`src/common/dcache_settings.svh`:
```
`ifndef DCACHE_SETTINGS_SVH
`define DCACHE_SETTINGS_SVH

// --------------------------------------------------
// Address split of a 32-bit byte address.
// --------------------------------------------------
`define DCACHE_ADDR_W       32
`define DCACHE_OFFSET_W     3
`define DCACHE_OFFSET_LSB   2
`define DCACHE_INDEX_W      4
`define DCACHE_INDEX_LSB    5
`define DCACHE_TAG_W        23
`define DCACHE_TAG_LSB      9

// --------------------------------------------------
// Line geometry.
// --------------------------------------------------
`define DCACHE_LINE_W       256
`define DCACHE_WORDS        8
`define DCACHE_LINES        16
// One CPU word and its byte strobe.
`define DCACHE_WORD_W       32
`define DCACHE_STRB_W       4

`endif

```
`src/common/dcache_pkg.sv`:
```
`default_nettype none

package dcache_pkg;

    // --------------------------------------------------
    // Controller states.
    // --------------------------------------------------
    typedef enum logic [2:0] {
        ST_IDLE         = 3'd0,
        ST_LOOKUP       = 3'd1,
        ST_DECIDE       = 3'd2,
        ST_REFILL_WAIT  = 3'd3,
        ST_REFILL_WRITE = 3'd4,
        ST_STORE_WAIT   = 3'd5,
        ST_RESPOND      = 3'd6
    } dcache_state_e;

    // --------------------------------------------------
    // CPU access opcodes.
    // --------------------------------------------------
    typedef enum logic [0:0] {
        OP_LOAD  = 1'b0,
        OP_STORE = 1'b1
    } dcache_op_e;

endpackage

`default_nettype wire

```
`src/common/dcache_array_if.sv`:
```
`timescale 1ns/100ps
`default_nettype none

`include "dcache_settings.svh"

interface dcache_array_if;

    // --------------------------------------------------
    // Request side, driven by the controller.
    // --------------------------------------------------
    // Address fields of the latched access.
    logic [`DCACHE_INDEX_W-1:0]  index;
    logic [`DCACHE_OFFSET_W-1:0] offset;
    logic [`DCACHE_TAG_W-1:0]    tag;
    // Register hit and selected word.
    logic                        rd_en;
    // Line refill from memory.
    logic                        fill_en;
    logic [`DCACHE_LINE_W-1:0]   fill_line;
    // Store merge into a cached line.
    logic                        st_en;
    logic [`DCACHE_WORD_W-1:0]   st_word;
    logic [`DCACHE_STRB_W-1:0]   st_strb;

    // --------------------------------------------------
    // Lookup result, driven by the array.
    // --------------------------------------------------
    logic                        hit;
    logic [`DCACHE_WORD_W-1:0]   rd_word;

    modport ctrl (
        output index, offset, tag, rd_en, fill_en, fill_line,
        output st_en, st_word, st_strb,
        input  hit, rd_word
    );

    modport array (
        input  index, offset, tag, rd_en, fill_en, fill_line,
        input  st_en, st_word, st_strb,
        output hit, rd_word
    );

endinterface

`default_nettype wire

```
`src/dcache/dcache_array.sv`:
```
`timescale 1ns/100ps
`default_nettype none

`include "dcache_settings.svh"

module dcache_array (
    input  logic          clk,
    input  logic          reset,
    dcache_array_if.array arr
);

    // --------------------------------------------------
    // Storage.
    // --------------------------------------------------
    logic [`DCACHE_LINE_W-1:0] data_mem [`DCACHE_LINES];
    logic [`DCACHE_TAG_W-1:0]  tag_mem  [`DCACHE_LINES];
    logic [`DCACHE_LINES-1:0]  valid_q;

    // Lookup registers.
    logic                      hit_q;
    logic [`DCACHE_WORD_W-1:0] rd_word_q;

    // Datapath.
    logic [`DCACHE_WORDS-1:0]    word_hot;
    logic [`DCACHE_LINE_W-1:0]   cur_line;
    logic [`DCACHE_LINE_W-1:0]   src_line;
    logic [`DCACHE_WORD_W-1:0]   sel_word;
    logic                        hit_cmp;
    logic [`DCACHE_LINE_W/8-1:0] line_be;
    logic [`DCACHE_LINE_W-1:0]   merged_line;

    assign cur_line = data_mem[arr.index];

    // One-hot decode of the word offset.
    always_comb begin
        for (int w = 0; w < `DCACHE_WORDS; w++) begin
            word_hot[w] = (arr.offset == `DCACHE_OFFSET_W'(w));
        end
    end

    // During a refill the read sees the incoming line.
    assign src_line = arr.fill_en ? arr.fill_line : cur_line;

    // Each 32-bit slice gated by its hot bit, then OR-ed.
    always_comb begin
        sel_word = '0;
        for (int w = 0; w < `DCACHE_WORDS; w++) begin
            sel_word |= {`DCACHE_WORD_W{word_hot[w]}}
                        & src_line[w*`DCACHE_WORD_W +: `DCACHE_WORD_W];
        end
    end

    // Tag compare against the indexed entry.
    assign hit_cmp = valid_q[arr.index] && (tag_mem[arr.index] == arr.tag);

    // --------------------------------------------------
    // Store byte enables and merge.
    // --------------------------------------------------
    // Strobe lands only in the word at offset.
    always_comb begin
        for (int w = 0; w < `DCACHE_WORDS; w++) begin
            line_be[w*`DCACHE_STRB_W +: `DCACHE_STRB_W] =
                (word_hot[w] && arr.st_en) ? arr.st_strb : '0;
        end
    end

    always_comb begin
        merged_line = cur_line;
        for (int b = 0; b < `DCACHE_LINE_W/8; b++) begin
            if (line_be[b]) begin
                merged_line[b*8 +: 8] = arr.st_word[(b % `DCACHE_STRB_W)*8 +: 8];
            end
        end
    end

    // --------------------------------------------------
    // Writes.
    // --------------------------------------------------
    always_ff @(posedge clk) begin
        if (arr.fill_en) begin
            data_mem[arr.index] <= arr.fill_line;
            tag_mem[arr.index]  <= arr.tag;
        end else if (arr.st_en) begin
            data_mem[arr.index] <= merged_line;
        end
    end

    // Valid bits clear on reset, set by a fill.
    always_ff @(posedge clk) begin
        if (reset) begin
            valid_q <= '0;
            hit_q   <= 1'b0;
        end else begin
            if (arr.fill_en) valid_q[arr.index] <= 1'b1;
            if (arr.rd_en) hit_q <= hit_cmp;
        end
    end

    // Selected word holds until the next read.
    always_ff @(posedge clk) begin
        if (arr.rd_en) rd_word_q <= sel_word;
    end

    assign arr.hit     = hit_q;
    assign arr.rd_word = rd_word_q;

    // Refill and store merge never share a cycle.
    a_fill_st_excl: assert property (@(posedge clk) disable iff (reset)
        !(arr.fill_en && arr.st_en));

endmodule

`default_nettype wire

```
`src/dcache/dcache_ctrl.sv`:
```
`timescale 1ns/100ps
`default_nettype none

`include "dcache_settings.svh"

module dcache_ctrl (
    input  logic                       clk,
    input  logic                       reset,
    // CPU side.
    input  logic                       req,
    input  dcache_pkg::dcache_op_e     op,
    input  logic [`DCACHE_ADDR_W-1:0]  addr,
    input  logic [`DCACHE_WORD_W-1:0]  wdata,
    input  logic [`DCACHE_STRB_W-1:0]  wstrb,
    output logic                       busy,
    output logic                       resp_valid,
    output logic                       resp_hit,
    output logic [`DCACHE_WORD_W-1:0]  rdata,
    // Memory side.
    output logic                       mem_rd_req,
    output logic [`DCACHE_ADDR_W-1:0]  mem_rd_addr,
    input  logic                       mem_rd_valid,
    input  logic [`DCACHE_LINE_W-1:0]  mem_rd_line,
    output logic                       mem_wr_req,
    output logic [`DCACHE_ADDR_W-1:0]  mem_wr_addr,
    output logic [`DCACHE_WORD_W-1:0]  mem_wr_data,
    output logic [`DCACHE_STRB_W-1:0]  mem_wr_strb,
    input  logic                       mem_wr_ack,
    // Array port.
    dcache_array_if.ctrl               arr
);

    import dcache_pkg::*;

    dcache_state_e state_q;
    dcache_state_e state_d;
    dcache_op_e    op_q;
    logic          hit_q;
    logic          accept;

    // Latched request payload.
    logic [`DCACHE_TAG_W-1:0]    tag_q;
    logic [`DCACHE_INDEX_W-1:0]  index_q;
    logic [`DCACHE_OFFSET_W-1:0] offset_q;
    logic [`DCACHE_WORD_W-1:0]   wdata_q;
    logic [`DCACHE_STRB_W-1:0]   wstrb_q;
    logic [`DCACHE_LINE_W-1:0]   fill_line_q;

    // A new access can start while idle or in the response cycle.
    assign accept = req && (state_q == ST_IDLE || state_q == ST_RESPOND);

    // --------------------------------------------------
    // Next state.
    // --------------------------------------------------
    always_comb begin
        state_d = state_q;
        case (state_q)
            ST_IDLE:         if (accept) state_d = ST_LOOKUP;
            ST_LOOKUP:       state_d = ST_DECIDE;
            ST_DECIDE: begin
                if (op_q == OP_STORE) begin
                    state_d = ST_STORE_WAIT;
                end else if (arr.hit) begin
                    state_d = ST_RESPOND;
                end else begin
                    state_d = ST_REFILL_WAIT;
                end
            end
            ST_REFILL_WAIT:  if (mem_rd_valid) state_d = ST_REFILL_WRITE;
            ST_REFILL_WRITE: state_d = ST_RESPOND;
            ST_STORE_WAIT:   if (mem_wr_ack) state_d = ST_RESPOND;
            ST_RESPOND:      state_d = accept ? ST_LOOKUP : ST_IDLE;
            default:         state_d = ST_IDLE;
        endcase
    end

    always_ff @(posedge clk) begin
        if (reset) begin
            state_q <= ST_IDLE;
            op_q    <= OP_LOAD;
            hit_q   <= 1'b0;
        end else begin
            state_q <= state_d;
            if (accept) op_q <= op;
            // Lookup result is kept for the response.
            if (state_q == ST_DECIDE) hit_q <= arr.hit;
        end
    end

    // Split the address once at acceptance.
    always_ff @(posedge clk) begin
        if (accept) begin
            tag_q    <= addr[`DCACHE_TAG_LSB +: `DCACHE_TAG_W];
            index_q  <= addr[`DCACHE_INDEX_LSB +: `DCACHE_INDEX_W];
            offset_q <= addr[`DCACHE_OFFSET_LSB +: `DCACHE_OFFSET_W];
            wdata_q  <= wdata;
            wstrb_q  <= wstrb;
        end
        // Refill line only valid during the pulse.
        if (state_q == ST_REFILL_WAIT && mem_rd_valid) fill_line_q <= mem_rd_line;
    end

    // --------------------------------------------------
    // CPU and memory outputs.
    // --------------------------------------------------
    assign busy       = !(state_q == ST_IDLE || state_q == ST_RESPOND);
    assign resp_valid = (state_q == ST_RESPOND);
    assign resp_hit   = hit_q;
    assign rdata      = arr.rd_word;

    // Miss request and write-through leave from the decide cycle.
    assign mem_rd_req  = (state_q == ST_DECIDE) && (op_q == OP_LOAD) && !arr.hit;
    assign mem_wr_req  = (state_q == ST_DECIDE) && (op_q == OP_STORE);
    assign mem_rd_addr = {tag_q, index_q, {(`DCACHE_OFFSET_W + `DCACHE_OFFSET_LSB){1'b0}}};
    assign mem_wr_addr = {tag_q, index_q, offset_q, {`DCACHE_OFFSET_LSB{1'b0}}};
    assign mem_wr_data = wdata_q;
    assign mem_wr_strb = wstrb_q;

    // --------------------------------------------------
    // Array requests.
    // --------------------------------------------------
    assign arr.index     = index_q;
    assign arr.offset    = offset_q;
    assign arr.tag       = tag_q;
    // Second read picks the word out of the fresh line.
    assign arr.rd_en     = (state_q == ST_LOOKUP) || (state_q == ST_REFILL_WRITE);
    assign arr.fill_en   = (state_q == ST_REFILL_WRITE);
    assign arr.fill_line = fill_line_q;
    assign arr.st_en     = mem_wr_req && arr.hit;
    assign arr.st_word   = wdata_q;
    assign arr.st_strb   = wstrb_q;

    // CPU must wait for the response before the next request.
    a_no_req_when_busy: assert property (@(posedge clk) disable iff (reset)
        busy |-> !req);

    // One memory transaction at a time.
    a_one_mem_req: assert property (@(posedge clk) disable iff (reset)
        !(mem_rd_req && mem_wr_req));

endmodule

`default_nettype wire

```
`src/rtl/dcache_top.sv`:
```
`timescale 1ns/100ps
`default_nettype none

`include "dcache_settings.svh"

module dcache_top (
    input  logic                       clk,
    input  logic                       reset,
    // --------------------------------------------------
    // CPU side.
    // --------------------------------------------------
    input  logic                       req,
    input  dcache_pkg::dcache_op_e     op,
    input  logic [`DCACHE_ADDR_W-1:0]  addr,
    input  logic [`DCACHE_WORD_W-1:0]  wdata,
    input  logic [`DCACHE_STRB_W-1:0]  wstrb,
    output logic                       busy,
    output logic                       resp_valid,
    output logic                       resp_hit,
    output logic [`DCACHE_WORD_W-1:0]  rdata,
    // --------------------------------------------------
    // Memory side.
    // --------------------------------------------------
    output logic                       mem_rd_req,
    output logic [`DCACHE_ADDR_W-1:0]  mem_rd_addr,
    input  logic                       mem_rd_valid,
    input  logic [`DCACHE_LINE_W-1:0]  mem_rd_line,
    output logic                       mem_wr_req,
    output logic [`DCACHE_ADDR_W-1:0]  mem_wr_addr,
    output logic [`DCACHE_WORD_W-1:0]  mem_wr_data,
    output logic [`DCACHE_STRB_W-1:0]  mem_wr_strb,
    input  logic                       mem_wr_ack
);

    // Controller to array link.
    dcache_array_if arr_if ();

    // Access sequencing and memory strobes.
    dcache_ctrl u_ctrl (
        .clk          (clk),
        .reset        (reset),
        .req          (req),
        .op           (op),
        .addr         (addr),
        .wdata        (wdata),
        .wstrb        (wstrb),
        .busy         (busy),
        .resp_valid   (resp_valid),
        .resp_hit     (resp_hit),
        .rdata        (rdata),
        .mem_rd_req   (mem_rd_req),
        .mem_rd_addr  (mem_rd_addr),
        .mem_rd_valid (mem_rd_valid),
        .mem_rd_line  (mem_rd_line),
        .mem_wr_req   (mem_wr_req),
        .mem_wr_addr  (mem_wr_addr),
        .mem_wr_data  (mem_wr_data),
        .mem_wr_strb  (mem_wr_strb),
        .mem_wr_ack   (mem_wr_ack),
        .arr          (arr_if.ctrl)
    );

    // Tags, valid bits and line data.
    dcache_array u_array (
        .clk   (clk),
        .reset (reset),
        .arr   (arr_if.array)
    );

endmodule

`default_nettype wire

```
`config.mk`:
```
export PLATFORM = sky130hd
export DESIGN_NAME = dcache_top
export DESIGN_NICKNAME = d
export VERILOG_FILES = /design/src/common/dcache_pkg.sv /design/src/common/dcache_array_if.sv /design/src/dcache/dcache_array.sv /design/src/dcache/dcache_ctrl.sv /design/src/rtl/dcache_top.sv
export VERILOG_INCLUDE_DIRS = /design/src /design/src/common
export SDC_FILE = /design/constraint.sdc
export NUM_CORES = 2
export LEC_CHECK = 0
export BUFFER_PORTS_ARGS = -buffer_cell sky130_fd_sc_hd__buf_2
export CAP_MARGIN = 20
export CORE_MARGIN = 8
export CORE_UTILIZATION = 50
export CTS_BUF_LIST = sky130_fd_sc_hd__clkbuf_16
export CTS_CLUSTER_SIZE = 40
export DETAILED_ROUTE_END_ITERATION = 10
export HOLD_SLACK_MARGIN = 0.15
export PLACE_DENSITY_LB_ADDON = 0.08
export SETUP_SLACK_MARGIN = 0.15
export SLEW_MARGIN = 20
export SYNTH_ARGS = -nofsm -noshare
export SYNTH_HDL_FRONTEND = slang
export SYNTH_MEMORY_MAX_BITS = 65536
export SYNTH_SLANG_ARGS = --single-unit
```
`constraint.sdc`:
```
create_clock -name clk -period 20.8 [get_ports clk]
set_input_delay 2.08 -clock clk [delete_from_list [all_inputs] [get_ports clk]]
set_output_delay 2.08 -clock clk [all_outputs]
set_load 0.01 [all_outputs]
```
==> summary.md <==
| Metric | Value |
|---|---|
| VDD IR max | 0.08298 mV |
| Register area share after synthesis | about three quarters |
| CP Launch Type | flop |
| Area delta synth->final | 13.70% |
| Most Frequent Cell on Critical Path | buf_4 |
| Commonest non-fill, non-tap cell in the layout | edfxtp_1 |
| IO Port Bufs | 457 |
| Resized cells post-CTS | 0 |
| R2R Setup Slk | 14.12 ns |
| Worst-margin pin slew | around 1.3 ns |
| Detail Route Antenna Nets | 0 |
| Synthesis Warnings | 0 |
| CP cell instances | buf_4 -> buf_4 -> buf_4 -> buf_4 -> mux4_2 -> mux4_2 -> a221oi_1 -> a21oi_1 -> a211o_1 -> a221o_1 |
| Gate Count Post-Synth | 8,522 |
| Final core occ | ~57% |
| Critical Path End | u_array.arr.rd_word[26]$_DFFE_PP_ |
| Worst path arrival time | around 7.5 ns |
| Syn Std Cell Area | between 0.15 and 0.2 mm^2 |
| Fin cells | 14,840 |
| RSZ-0062 raised after global routing | false |
| Die Wd | approximately 630 um |
| Pre-Repair DR Iteration Count | 6 |
| Simple-gate share of the synthesized area | between 1.5 and 2% |
| Fraction of layout cells with a size suffix above 1 | about 31% |
| Vias in the first global route | 97,360 |
| Slowest stage cell, crit path | dfxtp_4 |
| Final net count | 9,737 |
| Worst-path fanout max | 43 |
| Skew final | between 0.04 and 0.05 ns |
| Root buffer cell | clkbuf_16 |
| Post-Place Cells | between 10,000 and 15,000 |
| Via count | ~96,000 |
| Status | completed |
| DRC viols | 0 |
| CP delay by family, top | buffers and inverters |
| Core Box Area | about 0.38 mm^2 |
| Overall track demand over capacity in global routing | around 28% |
| Setup CP Type | flop to flop |
| Slew margin rel. | between 10% and 20% |
| Initial antenna violation count | 50 |
| # clock sinks | approximately 4,800 |
| Initial Util | between 50 and 60% |
| Depth of the most critical reg-to-reg path | 10 |
| CP Buf/Inv Count | 4 |
| Layout fillers | between 20,000 and 30,000 |
| Hold Buf Count CTS | 0 |
| Worst Hold Class | flop to flop |
| DR vias/cell | 6.492 |
| Worst path required time | 21.57 ns |
| CTS tree | yes |
| Congestion Overflow GR | 0 |
| Core Rows | between 200 and 250 |
| Fin. max-slew vios | 0 |
| Ports | between 400 and 500 |
| Largest family of logic cells by synthesized area | multiplexers |
| Cell Pwr Density | about 110 mW/mm^2 |
| Post-synthesis mux area share | around 18% |
| Mean Syn Cell Area | ~22 um^2 |
| Most common flop cell mapped by yosys | edfxtp_1 |
| Max Clk Rate | around 150 MHz |
| Die area | 0.3997 mm^2 |
| Clk buf depth | 4 |
| Routed WL per cell | between 30 and 40 um |
| Period utilization | about 32% |
| Postcts setup bufs | 0 |
| Setup TNS | 0 ns |
| Adder-Cell Fraction of Synth Area | 0% |
| HPWL Detailed | 325.0 mm |
| Setup crit end kind | flop |
| Cell variety after synth | about 70 |
| R2R Path End | u_array.arr.rd_word[26]$_DFFE_PP_ |
| Final count of hold timing violations | 0 |
| Number of H-tree levels | 6 |
| Yosys reg bits | slightly below 5,000 |
| CP max stage delay | roughly 0.90 ns |
| Ys async rst share | 0% |
| Placer Congestion | ~0.8 |
| Insertion delay to the later sink of the worst-skew pair | between 1 and 1.5 ns |
| Synth Area in XOR/XNOR | less than 1% |
| Clock slew at reported path FFs | 0.06 ns |
| Inserted Clock Buffers | ~520 |
| Number of max-cap violations | 0 |
| Largest net degree at the start of global routing | between 100 and 150 |
| Die height | approximately 630 um |
| Iteration-0 DRC count of the detailed router | roughly 12,000 |
| Post-synth EDFFs | just under 5,000 |
| Critical Path Stages | 10 |
| Leakage power | 71.10 nW |
| Post-synthesis compound-gate area fraction | 2.086% |
| Most frequent cells in the layout | 4,818 x edfxtp_1, 1,356 x mux4_2, 532 x clkbuf_16 |
| Final setup fails | 0 |
| Min Tclk post-route | approximately 6.7 ns |
| First-pass GRT wire length | 786.9 mm |
| WL final | 573.6 mm |
cell families after synthesis:
logic type	after synthesis
DFF	4844
buffers and inverters	543
other	1
AOI/OAI and AO/OA	647
xor gates and xnor gates	23
and+or+nand+nor	688
muxes	1776
tightest hold or removal path: cells and delay by family, from the launching register on:
family        cells  cell delay [ns]
flops             1             0.32
simple gates      2             0.12
synthesized netlist by cell type, drive strengths merged, types with 4 or more instances:
master | count | area (um^2)
nand2 | 398 | 1494
o21ai | 294 | 1471
a22o | 14 | 122.6
a32oi | 7 | 61.31
a31oi | 13 | 81.33
clkbuf | 219 | 822.0
a21o | 5 | 37.54
mux2i | 401 | 4014
buf | 315 | 1889
a311oi | 6 | 52.55
a211oi | 26 | 195.2
nor2b | 36 | 225.2
nor2 | 111 | 416.7
o211ai | 24 | 180.2
and2 | 12 | 75.08
a22oi | 48 | 360.4
mux4 | 1356 | 30540
and3 | 8 | 50.05
a21oi | 115 | 575.6
mux2 | 19 | 214.0
nor3b | 4 | 30.03
xnor2 | 10 | 87.58
a221oi | 24 | 216.5
xor2 | 13 | 113.9
o2111ai | 9 | 78.83
nand2b | 16 | 100.1
nor4 | 8 | 50.05
o22ai | 18 | 112.6
dfxtp | 26 | 520.5
a211o | 4 | 35.03
edfxtp | 4818 | 144700
inv | 9 | 33.78
nand3 | 67 | 335.3
or4 | 8 | 60.06
nand4 | 9 | 56.30
through the flow:
stage	setup WS, ns	area (um^2)	power (mW)	hold WS, ns
finish	14.12	215900	23.06	0.4654
global route	13.56	215800	23.71	0.4912
CTS	13.91	215700	23.19	0.4688
detailed placement	13.93	199700	14.50	0.4559
global placement	13.99	199600	14.47	0.4511
floorplan	7.170	189900	13.42	0.4348
power by group:
part / switching (mW) / internal (mW) / leakage (nW)
logic: 1.82 / 1.50 / 19.3
registers: 0.160 / 10.8 / 43.6
clock network: 3.79 / 4.99 / 8.24
total: 5.77 / 17.3 / 71.1
flip-flops by register name, summed over array words and instances (netlist names), named ones only:
register / cells
u_array.data_mem: 4096
u_array.tag_mem: 368
u_ctrl.arr.fill_line: 256
u_array.arr.rd_word: 32
u_ctrl.arr.st_word: 32
u_ctrl.arr.tag: 23
u_array.valid_q: 16
u_ctrl.arr.index: 4
u_ctrl.arr.st_strb: 4
u_ctrl.arr.offset: 3
u_ctrl.state_q: 3
u_array.arr.hit: 1
u_ctrl.op_q: 1
u_ctrl.resp_hit: 1
area by class of cell:
type                    count  area [um^2]  area share (%)
multi-input cells        3141        42370           19.63
clock inverters           377         2689           1.246
clock buffers             532        13310           6.167
repair buffers            888         5869           2.719
diodes                     37        92.59         0.04289
flip-flops and latches   4844       145200           67.27
inverters                   9        33.78         0.01565
well taps                5016         6276           2.907
how the worst min path moves through the flow:
stage	cells after the start	slack, ns	endpoint	start
2_1_floorplan	2	0.43	u_array.valid_q[10]$_SDFFE_PP0P_	u_array.valid_q[10]$_SDFFE_PP0P_
3_3_place_gp	2	0.45	u_array.valid_q[3]$_SDFFE_PP0P_	u_array.valid_q[3]$_SDFFE_PP0P_
3_5_place_dp	2	0.46	u_array.valid_q[2]$_SDFFE_PP0P_	u_array.valid_q[2]$_SDFFE_PP0P_
4_1_cts	2	0.47	u_array.valid_q[2]$_SDFFE_PP0P_	u_array.valid_q[2]$_SDFFE_PP0P_
5_1_grt	2	0.49	u_array.valid_q[11]$_SDFFE_PP0P_	u_array.valid_q[11]$_SDFFE_PP0P_
6_report	2	0.47	u_array.valid_q[2]$_SDFFE_PP0P_	u_array.valid_q[2]$_SDFFE_PP0P_
per-layer routing:
layer,vias up,track usage (%),wire length (um)
li1,37930,-,-
met4,20,10.75,24760
met2,4932,46.44,281100
met5,-,0,143
met3,981,5.134,49000
met1,52510,38.24,218600
(Power assumes the default switching activity.)
